[config.mk]
export PLATFORM = sky130hd
export DESIGN_NAME = sram_bank_router_flat
export DESIGN_NICKNAME = d
export VERILOG_FILES = /design/src/design/sram_pkg.sv /design/src/design/sram_bus_if.sv /design/src/design/sram_bank_router.sv /design/src/flat_wrapper.sv
export VERILOG_INCLUDE_DIRS = /design/src /design/src/include
export SDC_FILE = /design/constraint.sdc
export NUM_CORES = 1
export LEC_CHECK = 0
export ABC_AREA = 1
export BUFFER_PORTS_ARGS = -buffer_cell sky130_fd_sc_hd__buf_2
export CAP_MARGIN = 20
export CELL_PAD_IN_SITES_DETAIL_PLACEMENT = 0
export CELL_PAD_IN_SITES_GLOBAL_PLACEMENT = 1
export CORE_UTILIZATION = 15
export DETAILED_ROUTE_END_ITERATION = 8
export PLACE_DENSITY = 0.85
export SYNTH_ARGS = -nofsm -noshare
export SYNTH_HDL_FRONTEND = slang
export SYNTH_SLANG_ARGS = --single-unit
[constraint.sdc]
create_clock -name clk -period 2 [get_ports clk]
set_clock_uncertainty 0.05 [all_clocks]
set_input_delay 0.2 -clock clk [delete_from_list [all_inputs] [get_ports clk]]
set_output_delay 0.2 -clock clk [all_outputs]
set_load 0.05 [all_outputs]
[src/include/sram_config.svh]
`ifndef SRAM_CONFIG_SVH
`define SRAM_CONFIG_SVH

// ~~~~~~~~~~~~~~~~~~~~~~~~~~~~~~
// Memory geometry
// ~~~~~~~~~~~~~~~~~~~~~~~~~~~~~~
`define SRAM_ADDR_W 20 // Address pins per chip.
`define SYS_ADDR_W 21 // Top bit picks the bank.
`define SRAM_DATA_W 32

// ~~~~~~~~~~~~~~~~~~~~~~~~~~~~~~
// Router
// ~~~~~~~~~~~~~~~~~~~~~~~~~~~~~~
`define ORDER_DEPTH 2 // One outstanding read per bank.

`endif
[src/design/sram_pkg.sv]
`default_nettype none

package sram_pkg;

	typedef enum logic {
		OP_READ  = 1'b0,
		OP_WRITE = 1'b1
	} sram_op_e;

	// ~~~~~~~~~~~~~~~~~~~~~~~~~~~~~~
	// Bank controller FSM
	// ~~~~~~~~~~~~~~~~~~~~~~~~~~~~~~
	typedef enum logic [2:0] {
		ST_IDLE       = 3'd0,
		ST_RD_SETUP   = 3'd1,
		ST_RD_SAMPLE  = 3'd2,
		ST_RD_RELEASE = 3'd3,
		ST_RSP_HOLD   = 3'd4, // Read data held until taken.
		ST_WR_SETUP   = 3'd5,
		ST_WR_PULSE   = 3'd6,
		ST_WR_RELEASE = 3'd7
	} bank_ctrl_state_e;

	typedef enum logic {
		BANK_BASE = 1'b0,
		BANK_EXT  = 1'b1
	} bank_id_e;

endpackage

`default_nettype wire

[src/design/sram_bus_if.sv]
`timescale 1ns/1ps
`default_nettype none
`include "sram_config.svh"

interface sram_bus_if
	import sram_pkg::*;
();
	// Request channel.
	logic req_valid;
	logic req_ready;
	sram_op_e op;
	logic [`SRAM_ADDR_W-1:0] addr;
	logic [`SRAM_DATA_W-1:0] wdata;

	// Read response channel.
	logic rsp_valid;
	logic rsp_ready;
	logic [`SRAM_DATA_W-1:0] rdata;

	modport router (
		output req_valid, op, addr, wdata, rsp_ready,
		input  req_ready, rsp_valid, rdata
	);

	modport ctrl (
		input  req_valid, op, addr, wdata, rsp_ready,
		output req_ready, rsp_valid, rdata
	);

endinterface

`default_nettype wire

[src/design/sram_bank_router.sv]
`timescale 1ns/1ps
`default_nettype none
`include "sram_config.svh"

module sram_bank_router
	import sram_pkg::*;
(
	input  logic clk,
	input  logic rst,
	input  logic req_valid,
	output logic req_ready,
	input  sram_op_e req_op,
	input  logic [`SYS_ADDR_W-1:0] req_addr,
	input  logic [`SRAM_DATA_W-1:0] req_wdata,
	output logic rsp_valid,
	input  logic rsp_ready,
	output logic [`SRAM_DATA_W-1:0] rsp_rdata,
	sram_bus_if.router base_bus,
	sram_bus_if.router ext_bus
);
	localparam int PTR_W = (`ORDER_DEPTH > 1) ? $clog2(`ORDER_DEPTH) : 1;
	localparam int CNT_W = $clog2(`ORDER_DEPTH + 1);

	bank_id_e sel_bank;
	bank_id_e head_bank;
	bank_id_e order_q [`ORDER_DEPTH];
	logic [PTR_W-1:0] wr_ptr;
	logic [PTR_W-1:0] rd_ptr;
	logic [CNT_W-1:0] count;
	logic is_read;
	logic q_full;
	logic q_empty;
	logic rd_block;
	logic push;
	logic pop;

	// ~~~~~~~~~~~~~~~~~~~~~~~~~~~~~~
	// Request steering
	// ~~~~~~~~~~~~~~~~~~~~~~~~~~~~~~
	assign sel_bank = bank_id_e'(req_addr[`SYS_ADDR_W-1]);
	assign is_read = (req_op == OP_READ);
	assign q_full = (count == CNT_W'(`ORDER_DEPTH));
	assign q_empty = (count == '0);
	assign rd_block = is_read && q_full; // No slot left to track it.

	assign req_ready = !rd_block &&
		((sel_bank == BANK_EXT) ? ext_bus.req_ready : base_bus.req_ready);

	assign base_bus.req_valid = req_valid && !rd_block && (sel_bank == BANK_BASE);
	assign ext_bus.req_valid = req_valid && !rd_block && (sel_bank == BANK_EXT);

	assign base_bus.op = req_op;
	assign ext_bus.op = req_op;
	assign base_bus.addr = req_addr[`SRAM_ADDR_W-1:0];
	assign ext_bus.addr = req_addr[`SRAM_ADDR_W-1:0];
	assign base_bus.wdata = req_wdata;
	assign ext_bus.wdata = req_wdata;

	// ~~~~~~~~~~~~~~~~~~~~~~~~~~~~~~
	// Response merge in issue order
	// ~~~~~~~~~~~~~~~~~~~~~~~~~~~~~~
	assign head_bank = order_q[rd_ptr];

	assign rsp_valid = !q_empty &&
		((head_bank == BANK_EXT) ? ext_bus.rsp_valid : base_bus.rsp_valid);
	assign rsp_rdata = (head_bank == BANK_EXT) ? ext_bus.rdata : base_bus.rdata;

	// Only the bank at the head may hand over its data.
	assign base_bus.rsp_ready = rsp_ready && !q_empty && (head_bank == BANK_BASE);
	assign ext_bus.rsp_ready = rsp_ready && !q_empty && (head_bank == BANK_EXT);

	assign push = req_valid && req_ready && is_read;
	assign pop = rsp_valid && rsp_ready;

	always_ff @(posedge clk) begin
		if (!rst) begin
			wr_ptr <= '0;
			rd_ptr <= '0;
			count <= '0;
		end else begin
			if (push) begin
				wr_ptr <= (wr_ptr == PTR_W'(`ORDER_DEPTH - 1)) ? '0 : wr_ptr + PTR_W'(1);
			end
			if (pop) begin
				rd_ptr <= (rd_ptr == PTR_W'(`ORDER_DEPTH - 1)) ? '0 : rd_ptr + PTR_W'(1);
			end
			case ({push, pop})
				2'b10: count <= count + CNT_W'(1);
				2'b01: count <= count - CNT_W'(1);
				default: count <= count;
			endcase
		end
	end

	always_ff @(posedge clk) begin
		if (push) begin
			order_q[wr_ptr] <= sel_bank;
		end
	end

endmodule

`default_nettype wire

[src/flat_wrapper.sv]
// flat-port wrapper written by rule: the top's interface ports become plain ports
module sram_bank_router_flat import sram_pkg::*;
  (clk, rst, req_valid, req_ready, req_op, req_addr, req_wdata, rsp_valid, rsp_ready, rsp_rdata, base_bus_req_valid, base_bus_op, base_bus_addr, base_bus_wdata, base_bus_rsp_ready, base_bus_req_ready, base_bus_rsp_valid, base_bus_rdata, ext_bus_req_valid, ext_bus_op, ext_bus_addr, ext_bus_wdata, ext_bus_rsp_ready, ext_bus_req_ready, ext_bus_rsp_valid, ext_bus_rdata);
  sram_bus_if base_bus_i ();
  sram_bus_if ext_bus_i ();
  input  logic clk;
  input  logic rst;
  input  logic req_valid;
  output logic req_ready;
  input  sram_op_e req_op;
  input  logic [`SYS_ADDR_W-1:0] req_addr;
  input  logic [`SRAM_DATA_W-1:0] req_wdata;
  output logic rsp_valid;
  input  logic rsp_ready;
  output logic [`SRAM_DATA_W-1:0] rsp_rdata;
  output wire logic [$bits(base_bus_i.req_valid)-1:0] base_bus_req_valid;
  output wire logic [$bits(base_bus_i.op)-1:0] base_bus_op;
  output wire logic [$bits(base_bus_i.addr)-1:0] base_bus_addr;
  output wire logic [$bits(base_bus_i.wdata)-1:0] base_bus_wdata;
  output wire logic [$bits(base_bus_i.rsp_ready)-1:0] base_bus_rsp_ready;
  input wire logic [$bits(base_bus_i.req_ready)-1:0] base_bus_req_ready;
  input wire logic [$bits(base_bus_i.rsp_valid)-1:0] base_bus_rsp_valid;
  input wire logic [$bits(base_bus_i.rdata)-1:0] base_bus_rdata;
  output wire logic [$bits(ext_bus_i.req_valid)-1:0] ext_bus_req_valid;
  output wire logic [$bits(ext_bus_i.op)-1:0] ext_bus_op;
  output wire logic [$bits(ext_bus_i.addr)-1:0] ext_bus_addr;
  output wire logic [$bits(ext_bus_i.wdata)-1:0] ext_bus_wdata;
  output wire logic [$bits(ext_bus_i.rsp_ready)-1:0] ext_bus_rsp_ready;
  input wire logic [$bits(ext_bus_i.req_ready)-1:0] ext_bus_req_ready;
  input wire logic [$bits(ext_bus_i.rsp_valid)-1:0] ext_bus_rsp_valid;
  input wire logic [$bits(ext_bus_i.rdata)-1:0] ext_bus_rdata;
  assign base_bus_req_valid = base_bus_i.req_valid;
  assign base_bus_op = base_bus_i.op;
  assign base_bus_addr = base_bus_i.addr;
  assign base_bus_wdata = base_bus_i.wdata;
  assign base_bus_rsp_ready = base_bus_i.rsp_ready;
  assign base_bus_i.req_ready = base_bus_req_ready;
  assign base_bus_i.rsp_valid = base_bus_rsp_valid;
  assign base_bus_i.rdata = base_bus_rdata;
  assign ext_bus_req_valid = ext_bus_i.req_valid;
  assign ext_bus_op = ext_bus_i.op;
  assign ext_bus_addr = ext_bus_i.addr;
  assign ext_bus_wdata = ext_bus_i.wdata;
  assign ext_bus_rsp_ready = ext_bus_i.rsp_ready;
  assign ext_bus_i.req_ready = ext_bus_req_ready;
  assign ext_bus_i.rsp_valid = ext_bus_rsp_valid;
  assign ext_bus_i.rdata = ext_bus_rdata;
  sram_bank_router u_core (.clk(clk), .rst(rst), .req_valid(req_valid), .req_ready(req_ready), .req_op(req_op), .req_addr(req_addr), .req_wdata(req_wdata), .rsp_valid(rsp_valid), .rsp_ready(rsp_ready), .rsp_rdata(rsp_rdata), .base_bus(base_bus_i), .ext_bus(ext_bus_i));
endmodule
==> results.md <==
- The via count of the first global-routing pass is 1275.
- CTS built an H-tree with a depth of 1.
- At the placement stage, the worst setup path has a slack of 0.2724 ns.
- The insertion delay of the later-clocked pin in the worst-skew pair is 0.23 ns.
- The CTS tree is built.
- The most critical setup path has its endpoint at rsp_rdata[30].
- In this run the post-CTS setup repair buffer count came out at 0.
- In this run, post-CTS repair resized a total of 0 instances.
- The clock net in this run drives a total of 7 sinks.
- The vertical die dimension is around 110 microns.
- Once layout is complete, the cells apart from fillers number 416.
- The first global-routing pass estimated ~6.0 mm of wire.
- Traced cell by cell, the critical path runs through nand2_1, nand2_4, inv_2, buf_4, nand2_1, nand2_1, clkbuf_4.
- The flop-to-flop setup slack is 0.30 ns.
- In this run the mean area of a mapped cell was 5.980 sq um.
- The peak supply drop is approximately 200 uV.
- Setup repair after global routing could not meet its margin everywhere.
- The least setup slack across all paths after layout is 0.1883 ns.
- The startpoint class of the critical path is a register.
- Counting the fill cells in the layout gives 1230.
- The final count of pins violating max slew is 0.
- The detailed router finished its first iteration with 39 violations.
- The endpoint class of the critical path is an output pin.
- Global routing used 6.706% of the available tracks across all layers.
- For this design the ratio of total power to cell area is 573.8 mW/mm^2.
- Summing the sequential cell areas from Yosys gives 9.846% of the chip area.
- The critical path starts at u_core.order_q[1].
- Cells with a size suffix above 1 make up 46.43% of the layout.
- Final hold analysis gives a worst-case slack of 0.1661 ns.
- The xor/xnor cell area share of the yosys netlist is 0%.
- The slowest stage of the critical path belongs to the cell sky130_fd_sc_hd__edfxtp_1.
- By area the synthesized netlist is led by sky130_fd_sc_hd__buf_4 50%, sky130_fd_sc_hd__nand2_1 24%, sky130_fd_sc_hd__dfxtp_1 6.2%, sky130_fd_sc_hd__edfxtp_1 3.7%, sky130_fd_sc_hd__inv_1 3.2%.
- The post-synthesis async set-or-reset flop share is 0%.
- The most frequent cell on the critical path is sky130_fd_sc_hd__nand2_1.
- The post-route fraction of the period consumed by the critical path is 90.58%.
- The root buffer selected by CTS is sky130_fd_sc_hd__clkbuf_8.
- The class of the tightest hold or removal check is in -> reg.
- The starting utilization of the core area is 15.62%.
- The congestion estimate from routability-driven global placement came to 0.7913.
- The footprint of the multi-input gates is 569.3 sq um.
- The count of max-cap constraint violations is 0.
- For this block, the via count after detailed routing is 1386.
- The worst path in the final design needs a cycle of 1.812 ns, including I/O delays and setup.
- The fmax is 552.0 MHz.
- STA puts the critical path data required time at about 1.8 ns.
- The number of synthesized register bits is 7.
- The completed layout was analyzed and its total power is 0.0009311 W.
- The count of mapped cells out of synthesis is 272.
- For this design, the CTS-stage hold fixing added 0 buffers.
- The analysis attributes to cell leakage a power of 0.9993 nW.
- Entering global routing, the biggest net connects 20 pins.
- Buffers inserted during clock tree synthesis total 3.
- After legalization and detailed placement, the total HPWL measured 3.240 mm.
- The total routed wirelength is 4.024 mm.
- For this run, the post-layout net count is 408.
- During placement, the flow inserted port buffers numbering approximately 110.
- The number of antenna diodes in the final layout is 0.
- The net count after synthesis is 399.
- Pin placement for this block handled 270 I/O pins.
- Once detail routing completed, the nets flagged for antenna violations numbered 0.
- In this run, placement finished with an instance count of 412.
- After clock tree synthesis, the clock-pin slew on the worst setup and hold paths is around 0.04 ns.
- For this run, the detailed router's first-pass iteration total came to 4.
- The number of synthesized flops with an enable pin is 2.
- The primary flip-flop cell chosen by synthesis mapping is sky130_fd_sc_hd__dfxtp_1.
- The compound-cell area share of the yosys netlist is 1.231%.
- The worst reg2reg path depth is 10.
- For the worst setup path, the data arrival time is roughly 1.6 ns.
- The cell taking the most area after synthesis is sky130_fd_sc_hd__buf_4.
- The die covers 0.01126 sq mm.
- The endpoint of the worst register-to-register path is u_core.count[1].
- The worst setup path is of the reg -> out kind.
- The portion of synthesized cell area occupied by the leading cell type is 50.31%.
- The number of buffers between clock root and the deepest sink is 2.
- The number of antenna violations at the first check in global routing is 0.
- The remaining max-slew budget at the tightest pin is 82.93%.
- For this run, the number of Yosys warnings is 0.
- sky130_fd_sc_hd__buf_4 is the most common cell in the netlist.
- In the final layout, flip-flops and latches occupy 160.2 sq um.
- The core outline area is 0.01042 sq mm.
- Measured along the x axis, the die boundary spans 106.1 microns.
- The synthesized netlist devotes 0.7692% of its cell area to adder and majority cells.
- The combinational family with the most area after synthesis is buffers and inverters.
- The setup-violating endpoint count in the final report is 0.
- After synthesis, the share of cell area in mux cells is 0%.
- In this design, the stage delay of the slowest critical-path cell is around 0.35 ns.
- From synthesis to final layout, the design area changed by -0.2305%.
- The total count of hold-check failures in the final report is 0.
- The summed instance area of the synthesized netlist is 0.001627 sq mm.
- The maximum fanout along the worst path is 17.
- By count the netlist is led by 109 x sky130_fd_sc_hd__buf_4, 106 x sky130_fd_sc_hd__nand2_1, 14 x sky130_fd_sc_hd__inv_1, 13 x sky130_fd_sc_hd__nor2_1, 5 x sky130_fd_sc_hd__dfxtp_1.
- The flow ran to the end, and the final reports show no timing, DRC or antenna violations.
- The transition at the pin with the smallest max-transition slack is 0.2578 ns.
- Dividing the detail-routed via count by the number of cells gives 3.332.
- For this run the aggregate overflow at the end of global routing stands at 0.
- The number of library cell types mapped by synthesis is 19.
- The synthesized netlist devotes between 30% and 40% of its cell area to simple gates.
- The count of standard-cell rows is 37.
- For this run, design rule violations remaining after detail routing come to 0.
- The routed wire length per instance is 9.673 microns.
## cell usage in the layout, fill, tap and decap left out, drive strengths merged
master  instances
o21ai           2
nand4           1
nand2         110
inv            17
nor2           15
buf           107
clkbuf         13
a21oi           2
and3            1
nand3           4
ha              1
dfxtp           5
edfxtp          2
## layer usage
metal	global-route usage [%]	part of all wire (%)	up-vias
met5	0	0	-
met4	3.274	2.2	0
met2	8.998	39	99
li1	-	-	718
met1	8.099	42	552
met3	4.353	17	17
## stage by stage
step	TNS (ns)	util [%]	instance area, sq um
after detailed placement	0	14.89	1551
final	0	15.58	1623
after floorplan	0	-	1627
after CTS	0	15.33	1597
after global routing	-0.02017	15.58	1623
after global placement	0	14.89	1551
## kinds of logic (layout without fill, tap and decap cells)
| kind of cell | after synthesis | in the layout |
|---|---|---|
| DFF | 7 | 7 |
| buffers and inverters | 129 | 137 |
| and+or+nand+nor | 131 | 131 |
| AOI/OAI and AO/OA | 4 | 4 |
| adders and majority gates | 1 | 1 |
## critical path, delay by kind of cell (launching register included)
family	cells	cell delay [ns]
AND/OR/NAND/NOR	4	0.44
buffers and inverters	3	0.54
flip-flops	1	0.35
## power by group
group	total [W]	switching, W	leakage (nW)	internal, W
logic	0.000568	0.000409	0.918	0.000159
registers	0.000160	0.00000578	0.0589	0.000155
clock network	0.000202	0.0000641	0.0228	0.000138
total	0.000931	0.000479	0.999	0.000452
## final cells by class
class | count | share of cell area (%)
tap | 136 | 10.49
timing repair buffer | 116 | 37.86
multi-input combinational | 136 | 35.08
inverter | 17 | 3.932
clock buffer | 4 | 2.776
sequential | 7 | 9.869
## worst min path at each step
stage | from | to | slack [ns] | cells past startpoint
finish | req_addr[20] | u_core.order_q[1] | 0.17 | 1
floorplan | req_addr[20] | u_core.order_q[0] | 0.25 | 0
CTS | req_addr[20] | u_core.order_q[1] | 0.16 | 1
global route | req_addr[20] | u_core.order_q[1] | 0.16 | 1
global placement | req_wdata[2] | base_bus_wdata[2] | 0.35 | 0
detailed placement | req_wdata[2] | base_bus_wdata[2] | 0.35 | 0
No activity file was read; power rests on OpenSTA's default activity.
